$ cat src/verilog/core_pkg.sv
package core_pkg;

  // datapath values
  typedef logic [31:0] data_t;
  typedef logic [4:0]  reg_idx_t;

  // alu operations
  typedef enum logic [2:0] {
    ALU_ADD,
    ALU_SUB,
    ALU_AND,
    ALU_OR,
    ALU_XOR,
    ALU_SLT,
    ALU_SLL
  } alu_op_e;

  localparam int NUM_REGS = 32;

  // retirement queue sizing
  localparam int RETIRE_DEPTH = 4;
  localparam int RETIRE_PTR_W = $clog2(RETIRE_DEPTH);
  localparam int RETIRE_CNT_W = $clog2(RETIRE_DEPTH + 1);

  // decode and operand stages may each hold one instruction
  localparam int PIPE_STAGES = 2;

  // wide enough for occupancy plus every stage plus the new one
  localparam int CREDIT_W = $clog2(RETIRE_DEPTH + PIPE_STAGES + 2);

endpackage

$ cat src/verilog/isa_pkg.sv
package isa_pkg;

  // instruction word and its fields
  typedef logic [31:0] inst_t;
  typedef logic [5:0]  opcode_t;
  typedef logic [5:0]  funct_t;
  typedef logic [15:0] imm_t;
  typedef logic [4:0]  shamt_t;

  // field positions inside the word
  localparam int OPCODE_LSB  = 26;
  localparam int RS_LSB      = 21;
  localparam int RT_LSB      = 16;
  localparam int RD_LSB      = 11;
  localparam int SHAMT_LSB   = 6;
  localparam int FUNCT_LSB   = 0;
  localparam int IMM_LSB     = 0;
  localparam int REG_FIELD_W = 5;

  // opcodes
  localparam opcode_t OP_RTYPE = 6'd0;
  localparam opcode_t OP_ADDI  = 6'd8;
  localparam opcode_t OP_ANDI  = 6'd12;
  localparam opcode_t OP_ORI   = 6'd13;
  localparam opcode_t OP_XORI  = 6'd14;

  // function codes, only meaningful with OP_RTYPE
  localparam funct_t FN_SLL = 6'd0;
  localparam funct_t FN_ADD = 6'd32;
  localparam funct_t FN_SUB = 6'd34;
  localparam funct_t FN_AND = 6'd36;
  localparam funct_t FN_OR  = 6'd37;
  localparam funct_t FN_XOR = 6'd38;
  localparam funct_t FN_SLT = 6'd42;

endpackage
$ cat src/verilog/core_top.sv
`timescale 1ns/1ps

module core_top import isa_pkg::*, core_pkg::*; (
  input  logic     clk,
  input  logic     rst_n,
  input  logic     inst_valid,
  output logic     inst_ready,
  input  inst_t    inst,
  output logic     wb_valid,
  input  logic     wb_ready,
  output reg_idx_t wb_rd,
  output data_t    wb_data
);

  logic     advance;
  logic     dec_valid;
  reg_idx_t dec_rs;
  reg_idx_t dec_rt;
  reg_idx_t dec_dst;
  alu_op_e  dec_alu_op;
  logic     dec_use_imm;
  imm_t     dec_imm;
  shamt_t   dec_shamt;
  reg_idx_t rf_raddr_a;
  reg_idx_t rf_raddr_b;
  data_t    rf_rdata_a;
  data_t    rf_rdata_b;
  logic     rf_we;
  reg_idx_t rf_waddr;
  data_t    rf_wdata;
  logic     ex_valid;
  reg_idx_t ex_dst;
  data_t    ex_data;

  // one stall signal for the whole pipe
  assign inst_ready = advance;

  decode_stage u_decode (
    .clk        (clk),
    .rst_n      (rst_n),
    .inst_valid (inst_valid),
    .inst       (inst),
    .advance    (advance),
    .dec_valid  (dec_valid),
    .dec_rs     (dec_rs),
    .dec_rt     (dec_rt),
    .dec_dst    (dec_dst),
    .dec_alu_op (dec_alu_op),
    .dec_use_imm(dec_use_imm),
    .dec_imm    (dec_imm),
    .dec_shamt  (dec_shamt)
  );

  register_file u_regfile (
    .clk    (clk),
    .rst_n  (rst_n),
    .raddr_a(rf_raddr_a),
    .raddr_b(rf_raddr_b),
    .rdata_a(rf_rdata_a),
    .rdata_b(rf_rdata_b),
    .we     (rf_we),
    .waddr  (rf_waddr),
    .wdata  (rf_wdata)
  );

  execute_stage u_execute (
    .clk        (clk),
    .rst_n      (rst_n),
    .advance    (advance),
    .dec_valid  (dec_valid),
    .dec_rs     (dec_rs),
    .dec_rt     (dec_rt),
    .dec_dst    (dec_dst),
    .dec_alu_op (dec_alu_op),
    .dec_use_imm(dec_use_imm),
    .dec_imm    (dec_imm),
    .dec_shamt  (dec_shamt),
    .rf_raddr_a (rf_raddr_a),
    .rf_raddr_b (rf_raddr_b),
    .rf_rdata_a (rf_rdata_a),
    .rf_rdata_b (rf_rdata_b),
    .rf_we      (rf_we),
    .rf_waddr   (rf_waddr),
    .rf_wdata   (rf_wdata),
    .ex_valid   (ex_valid),
    .ex_dst     (ex_dst),
    .ex_data    (ex_data)
  );

  // the operand stage valid doubles as the push request
  retire_queue u_retire (
    .clk      (clk),
    .rst_n    (rst_n),
    .dec_valid(dec_valid),
    .op_valid (ex_valid),
    .ex_valid (ex_valid),
    .ex_dst   (ex_dst),
    .ex_data  (ex_data),
    .advance  (advance),
    .wb_valid (wb_valid),
    .wb_ready (wb_ready),
    .wb_rd    (wb_rd),
    .wb_data  (wb_data)
  );

endmodule

$ cat src/verilog/retire_queue.sv
`timescale 1ns/1ps

module retire_queue import core_pkg::*; (
  input  logic     clk,
  input  logic     rst_n,
  input  logic     dec_valid,
  input  logic     op_valid,
  input  logic     ex_valid,
  input  reg_idx_t ex_dst,
  input  data_t    ex_data,
  output logic     advance,
  output logic     wb_valid,
  input  logic     wb_ready,
  output reg_idx_t wb_rd,
  output data_t    wb_data
);

  reg_idx_t q_dst  [RETIRE_DEPTH];
  data_t    q_data [RETIRE_DEPTH];

  logic [RETIRE_PTR_W-1:0] wr_ptr;
  logic [RETIRE_PTR_W-1:0] rd_ptr;
  logic [RETIRE_CNT_W-1:0] count;
  logic [CREDIT_W-1:0]     credit_need;
  logic                    push;
  logic                    pop;

  ////////////////////////////////////////
  // stall decision
  ////////////////////////////////////////

  // room for everything in flight plus the one about to enter
  assign credit_need = CREDIT_W'(count) + CREDIT_W'(dec_valid) + CREDIT_W'(op_valid)
                     + CREDIT_W'(1);
  assign advance     = credit_need <= CREDIT_W'(RETIRE_DEPTH);

  assign push = ex_valid && advance;
  assign pop  = wb_valid && wb_ready;

  assign wb_valid = count != '0;
  assign wb_rd    = q_dst[rd_ptr];
  assign wb_data  = q_data[rd_ptr];

  always_ff @(posedge clk) begin
    if (!rst_n) begin
      wr_ptr <= '0;
      rd_ptr <= '0;
      count  <= '0;
    end else begin
      if (push) begin
        wr_ptr <= (wr_ptr == RETIRE_PTR_W'(RETIRE_DEPTH - 1)) ? '0 : wr_ptr + 1'b1;
      end
      if (pop) begin
        rd_ptr <= (rd_ptr == RETIRE_PTR_W'(RETIRE_DEPTH - 1)) ? '0 : rd_ptr + 1'b1;
      end
      count <= count + RETIRE_CNT_W'(push) - RETIRE_CNT_W'(pop);
    end
  end

  always_ff @(posedge clk) begin
    if (push) begin
      q_dst[wr_ptr]  <= ex_dst;
      q_data[wr_ptr] <= ex_data;
    end
  end

  // credit check must keep pushes away from a full queue
  a_no_push_full: assert property (@(posedge clk) disable iff (!rst_n)
    ex_valid |-> count < RETIRE_CNT_W'(RETIRE_DEPTH));

  // occupancy plus the work still in flight stays within the queue
  a_count_bound: assert property (@(posedge clk) disable iff (!rst_n)
    CREDIT_W'(count) + CREDIT_W'(dec_valid) + CREDIT_W'(op_valid)
      <= CREDIT_W'(RETIRE_DEPTH));

endmodule

$ cat src/verilog/execute_stage.sv
`timescale 1ns/1ps

module execute_stage import isa_pkg::*, core_pkg::*; (
  input  logic     clk,
  input  logic     rst_n,
  input  logic     advance,
  input  logic     dec_valid,
  input  reg_idx_t dec_rs,
  input  reg_idx_t dec_rt,
  input  reg_idx_t dec_dst,
  input  alu_op_e  dec_alu_op,
  input  logic     dec_use_imm,
  input  imm_t     dec_imm,
  input  shamt_t   dec_shamt,
  output reg_idx_t rf_raddr_a,
  output reg_idx_t rf_raddr_b,
  input  data_t    rf_rdata_a,
  input  data_t    rf_rdata_b,
  output logic     rf_we,
  output reg_idx_t rf_waddr,
  output data_t    rf_wdata,
  output logic     ex_valid,
  output reg_idx_t ex_dst,
  output data_t    ex_data
);

  // operand register
  logic     op_valid;
  reg_idx_t op_rs;
  reg_idx_t op_rt;
  reg_idx_t op_dst;
  alu_op_e  op_alu_op;
  logic     op_use_imm;
  imm_t     op_imm;
  shamt_t   op_shamt;
  data_t    op_a;
  data_t    op_b;

  // most recent result
  logic     last_valid;
  reg_idx_t last_dst;
  data_t    last_data;

  logic     fwd_a;
  logic     fwd_b;
  data_t    src_a;
  data_t    src_b;
  data_t    alu_b;
  data_t    alu_result;

  // read addresses come straight from decode
  assign rf_raddr_a = dec_rs;
  assign rf_raddr_b = dec_rt;

  ////////////////////////////////////////
  // operand register
  ////////////////////////////////////////

  always_ff @(posedge clk) begin
    if (!rst_n) begin
      op_valid <= 1'b0;
    end else if (advance) begin
      op_valid <= dec_valid;
    end
  end

  always_ff @(posedge clk) begin
    if (advance) begin
      op_rs      <= dec_rs;
      op_rt      <= dec_rt;
      op_dst     <= dec_dst;
      op_alu_op  <= dec_alu_op;
      op_use_imm <= dec_use_imm;
      op_imm     <= dec_imm;
      op_shamt   <= dec_shamt;
      op_a       <= rf_rdata_a;
      op_b       <= rf_rdata_b;
    end
  end

  ////////////////////////////////////////
  // forwarding and alu
  ////////////////////////////////////////

  // the result written on the capture edge missed the register file read
  assign fwd_a = last_valid && last_dst != '0 && last_dst == op_rs;
  assign fwd_b = last_valid && last_dst != '0 && last_dst == op_rt;

  assign src_a = fwd_a ? last_data : op_a;
  assign src_b = fwd_b ? last_data : op_b;

  // immediates are zero extended
  assign alu_b = op_use_imm ? {16'h0000, op_imm} : src_b;

  always_comb begin
    case (op_alu_op)
      ALU_ADD: alu_result = src_a + alu_b;
      ALU_SUB: alu_result = src_a - alu_b;
      ALU_AND: alu_result = src_a & alu_b;
      ALU_OR:  alu_result = src_a | alu_b;
      ALU_XOR: alu_result = src_a ^ alu_b;
      ALU_SLT: alu_result = {31'd0, $signed(src_a) < $signed(alu_b)};
      // shift rt, not rs
      ALU_SLL: alu_result = src_b << op_shamt;
      default: alu_result = src_a + alu_b;
    endcase
  end

  ////////////////////////////////////////
  // register write and retire push
  ////////////////////////////////////////

  assign rf_we    = op_valid && advance;
  assign rf_waddr = op_dst;
  assign rf_wdata = alu_result;

  assign ex_valid = op_valid;
  assign ex_dst   = op_dst;
  assign ex_data  = alu_result;

  always_ff @(posedge clk) begin
    if (!rst_n) begin
      last_valid <= 1'b0;
    end else if (rf_we) begin
      last_valid <= 1'b1;
    end
  end

  always_ff @(posedge clk) begin
    if (rf_we) begin
      last_dst  <= op_dst;
      last_data <= alu_result;
    end
  end

endmodule

$ cat src/verilog/register_file.sv
`timescale 1ns/1ps

module register_file import core_pkg::*; (
  input  logic     clk,
  input  logic     rst_n,
  input  reg_idx_t raddr_a,
  input  reg_idx_t raddr_b,
  output data_t    rdata_a,
  output data_t    rdata_b,
  input  logic     we,
  input  reg_idx_t waddr,
  input  data_t    wdata
);

  data_t regs [NUM_REGS];

  ////////////////////////////////////////
  // write port
  ////////////////////////////////////////

  always_ff @(posedge clk) begin
    if (!rst_n) begin
      for (int i = 0; i < NUM_REGS; i++) begin
        regs[i] <= '0;
      end
    end else if (we && waddr != '0) begin
      // register 0 never takes a write
      regs[waddr] <= wdata;
    end
  end

  ////////////////////////////////////////
  // read ports
  ////////////////////////////////////////

  // same-edge writes are not bypassed here, the execute stage forwards them
  assign rdata_a = regs[raddr_a];
  assign rdata_b = regs[raddr_b];

endmodule

$ cat src/verilog/decode_stage.sv
`timescale 1ns/1ps

module decode_stage import isa_pkg::*, core_pkg::*; (
  input  logic     clk,
  input  logic     rst_n,
  input  logic     inst_valid,
  input  inst_t    inst,
  input  logic     advance,
  output logic     dec_valid,
  output reg_idx_t dec_rs,
  output reg_idx_t dec_rt,
  output reg_idx_t dec_dst,
  output alu_op_e  dec_alu_op,
  output logic     dec_use_imm,
  output imm_t     dec_imm,
  output shamt_t   dec_shamt
);

  opcode_t  opcode;
  funct_t   funct;
  reg_idx_t rd;
  reg_idx_t rt;
  alu_op_e  alu_op_n;
  logic     use_imm_n;
  logic     op_legal;

  assign opcode = inst[OPCODE_LSB +: $bits(opcode_t)];
  assign funct  = inst[FUNCT_LSB +: $bits(funct_t)];
  assign rd     = inst[RD_LSB +: REG_FIELD_W];
  assign rt     = inst[RT_LSB +: REG_FIELD_W];

  ////////////////////////////////////////
  // control decode
  ////////////////////////////////////////

  always_comb begin
    alu_op_n  = ALU_ADD;
    use_imm_n = 1'b1;
    op_legal  = 1'b1;
    case (opcode)
      OP_RTYPE: begin
        use_imm_n = 1'b0;
        case (funct)
          FN_SLL:  alu_op_n = ALU_SLL;
          FN_ADD:  alu_op_n = ALU_ADD;
          FN_SUB:  alu_op_n = ALU_SUB;
          FN_AND:  alu_op_n = ALU_AND;
          FN_OR:   alu_op_n = ALU_OR;
          FN_XOR:  alu_op_n = ALU_XOR;
          FN_SLT:  alu_op_n = ALU_SLT;
          default: op_legal = 1'b0;
        endcase
      end
      OP_ADDI: alu_op_n = ALU_ADD;
      OP_ANDI: alu_op_n = ALU_AND;
      OP_ORI:  alu_op_n = ALU_OR;
      OP_XORI: alu_op_n = ALU_XOR;
      default: op_legal = 1'b0;
    endcase
  end

  // accept whenever the pipe moves
  always_ff @(posedge clk) begin
    if (!rst_n) begin
      dec_valid <= 1'b0;
    end else if (advance) begin
      dec_valid <= inst_valid;
    end
  end

  always_ff @(posedge clk) begin
    if (advance) begin
      dec_rs      <= inst[RS_LSB +: REG_FIELD_W];
      dec_rt      <= rt;
      // rd for register ops, rt for immediate ops
      dec_dst     <= use_imm_n ? rt : rd;
      dec_alu_op  <= alu_op_n;
      dec_use_imm <= use_imm_n;
      dec_imm     <= inst[IMM_LSB +: $bits(imm_t)];
      dec_shamt   <= inst[SHAMT_LSB +: $bits(shamt_t)];
    end
  end

  // only the listed encodings may enter the pipe
  a_legal_inst: assert property (@(posedge clk) disable iff (!rst_n)
    inst_valid && advance |-> op_legal);

  // a waiting word holds still until it is taken
  a_inst_stable: assert property (@(posedge clk) disable iff (!rst_n)
    inst_valid && !advance |=> inst_valid && $stable(inst));

endmodule

$ cat config.mk
export PLATFORM = sky130hd
export DESIGN_NAME = core_top
export DESIGN_NICKNAME = d
export VERILOG_FILES = /design/src/verilog/core_pkg.sv /design/src/verilog/isa_pkg.sv /design/src/verilog/core_top.sv /design/src/verilog/retire_queue.sv /design/src/verilog/execute_stage.sv /design/src/verilog/register_file.sv /design/src/verilog/decode_stage.sv
export SDC_FILE = /design/constraint.sdc
export NUM_CORES = 2
export LEC_CHECK = 0
export ABC_CLOCK_PERIOD_IN_PS = 6100
export BUFFER_PORTS_ARGS = -buffer_cell sky130_fd_sc_hd__buf_2
export CAP_MARGIN = 20
export CORE_MARGIN = 2
export CORE_UTILIZATION = 45
export CTS_BUF_LIST = sky130_fd_sc_hd__clkbuf_4
export CTS_CLUSTER_SIZE = 8
export DETAILED_ROUTE_END_ITERATION = 7
export MAX_ROUTING_LAYER = met4
export PLACE_DENSITY_LB_ADDON = 0.2
export SLEW_MARGIN = 20
export SYNTH_ARGS = -nofsm -noshare
export SYNTH_HDL_FRONTEND = slang
export SYNTH_SLANG_ARGS = --single-unit
$ cat constraint.sdc
create_clock -name clk -period 6.1 [get_ports clk]
set_input_delay 0.61 -clock clk [delete_from_list [all_inputs] [get_ports clk]]
set_output_delay 0.61 -clock clk [all_outputs]
set_load 0.01 [all_outputs]
==> impl_metrics.toml <==
[run_status]
status = "completed"

[cells_and_area]
final_nets = 5345
drive_gt1_share_pct = 33.5
utilization_pct = 50.8
finalInstanceArea_sq_um = 80400
area_growth_pct = 12.2
layout_common_cells = "edfxtp_1 (1343), nor2_1 (1070), mux4_2 (708)"
layout_commonest_cell = "edfxtp_1"

[routing]
drt_iter0_drc = 5827
wl_mm = 242
first_pass_iters = 6
vias = 48000
vias_per_cell = 6.39
wl_per_cell_microns = 32.2
drc = 0
ant_nets = 0

[setup_path]
r2r_cells = 23
critPathRequiredTime_ps = 7090
critPathLaunchType = "flip-flop"
arrival_ps = 6960
cp_max_fo = 31
endpoint_kind = "flip-flop"
worstSetupPathType = "reg -> reg"

[sta]
slew_headroom_pct = 26.5
hold_viol_final = 0
finalCritPeriodShare_pct = 97.9
rsz0062_at_grt = "yes"
period_needed_ps = 5970
tns_ps = 0
timing.hold.ws_ps = 143
slew_viol_final = 0
finClkSkew_ps = 155
finalSetupViolations = 0
fin_ws_ps = 129
tightest_slew_ps = 1100
max_freq_ghz = 0.167

[synth]
syn_area_per_cell_sq_um = 14.7
synth_edf_count = 1343
ys_warn_count = 0
async_flop_share_pct = 0
syn-cell-area_sq_um = 71700
synth.yosys.seq_area_share_pct = 56.6
synth-seq-cells = 1355
synth_ff_type = "edfxtp_1"
syn_inst = 4883
yosysUniqueCellTypes = 90

[global_route]
antenna_found_initial = 18
grt_max_degree = 113
grt_overflow = 0
grt_pass1_vias = 48300
grtUsageTotal_pct = 30.6
grt_pass1_wl_mm = 343

[floorplanning]
coreArea_sq_um = 158000
die_h_microns = 403
dieWidth_microns = 403
start_util_pct = 45.3
num_rows = 146
boundaryPins = 75
dieArea_sq_um = 162000

[cts]
clock_path_buffers = 4
cts_tree = "built"
cts_buffers = 373
clkLatencyLatePin_ps = 1350
cts_root_buffer = "clkbuf_4"
htreeDepth = 5
cts.clk_slew.worst_paths_ps = 60
cts.sinks = 1355

[run]
maxCapViolations = 0

[power_and_ir_drop]
ir_drop_mv = 0.401
power.density_nw_per_um2 = 511
leakage_nw = 29.2

[placement]
gp_congestion = 1.04
placed_cell_area_sq_um = 75300
dp_hpwl_mm = 145
port_buffers = 74
dp_slack_ps = -568

[worst_hold_path]
hold_class = "in -> reg"
hold_depth = 2
## registers in the layout (all words and copies together), names as in the netlist, 12 cells and up, named ones only
name,flops
u_execute.op_imm,12
u_execute.op_b,32
u_retire.q_dst,20
u_execute.last_data,32
u_retire.q_data,128
u_regfile.regs,1024
u_decode.dec_imm,12
u_execute.op_a,32
## logic make-up after synthesis
group	synth area share (%)
buf+inv	3.33
simple gates	8.11
mux	25.5
xor+xnor	0.391
flops	56.6
fa+ha+maj	1.95
other cells	0.00523
compound gates	4.07
## per-stage QoR
step                cells  total power [W]
floorplan            4914           0.0251
global placement     6829           0.0326
detailed placement   6830           0.0327
CTS                  7499           0.0409
global route         7508           0.0427
finish               7509           0.0411
## cell usage after synthesis (all sizes together), types with 8 or more instances
master   instances  area share, %
edfxtp        1343             56
nor2          1070            5.6
mux4           711             22
clkbuf         335            1.8
nand2          184           0.96
inv            152           0.80
a21oi          137           0.96
mux2           121            1.9
buf            106           0.76
ha             105            1.8
mux2i           91            1.3
nor3            65           0.45
o21ai           65           0.46
a211oi          34           0.36
xnor2           28           0.34
a21o            19           0.20
nand3           19           0.15
a22oi           18           0.19
a31oi           18           0.16
nor2b           15           0.13
o22ai           15           0.14
and2            14           0.12
dfxtp           12           0.34
o211ai          12           0.13
or2             12           0.10
nor4            11          0.096
a2111oi         10           0.19
o221ai          10           0.12
or3             10          0.087
a221oi           9           0.16
o21bai           9          0.094
nand2b           8          0.070
o31a             8          0.098
## area by class of cell
cell class / instances / area (sq um)
clock buffers: 545 / 4090
multi-input cells: 2963 / 29200
diodes: 6 / 15.0
flip-flops and latches: 1355 / 40600
inverters: 156 / 591
clock inverters: 61 / 323
fillers: 13400 / 77800
repair buffers: 351 / 3010
well taps: 2072 / 2590
## worst max-delay path, cell delays in order, from the launching register on
cell       delay (ps)
edfxtp_1          440
or4_4             580
o21a_4            230
nand4_1           130
nand2_1           120
mux2_2            310
ha_1              240
fa_1              480
nor2_1            160
o211ai_1          180
a2bb2oi_1         170
buf_4             170
o2111ai_1         300
buf_4             260
a2111oi_2         500
buf_4             210
o211ai_1          140
a21oi_1           210
buf_4             150
nor4b_1            60
o21ai_2           160
buf_4             180
buf_12            190
nor2_1             70
## per-layer routing
layer  track usage [%]  wire, microns
met5                 -              0
met4              12.9          10700
met3              7.35          25200
met2              48.2         116000
met1              38.0          89500
## path summary, 6_finish.rpt
kind	startpoint	to	slack [ps]
hold reg to reg	u_decode.dec_dst[4]	u_execute.ex_dst[4]	400
hold / removal	inst[20]	u_decode.dec_rt[4]	140
setup reg to reg	u_execute.last_dst[0]	u_regfile.regs[3][0]	130
setup / recovery	u_execute.last_dst[0]	u_regfile.regs[3][0]	130
## power breakdown
part           total [W]  internal [W]  switching [W]  leakage [nW]
sequential        0.0126        0.0119       0.000698          13.7
clock            0.00798       0.00416        0.00382          2.67
combinational     0.0205       0.00720         0.0133          12.8
total             0.0411        0.0233         0.0178          29.2
## timing repair
action,CTS,global route
hold endpoints to repair,41,0
setup endpoints to repair,74,197
buffers inserted,3,3
resized for setup,6,10
hold buffers,59,0
cloned,1,0
pin swaps,2,2
(Power assumes the default switching activity.)
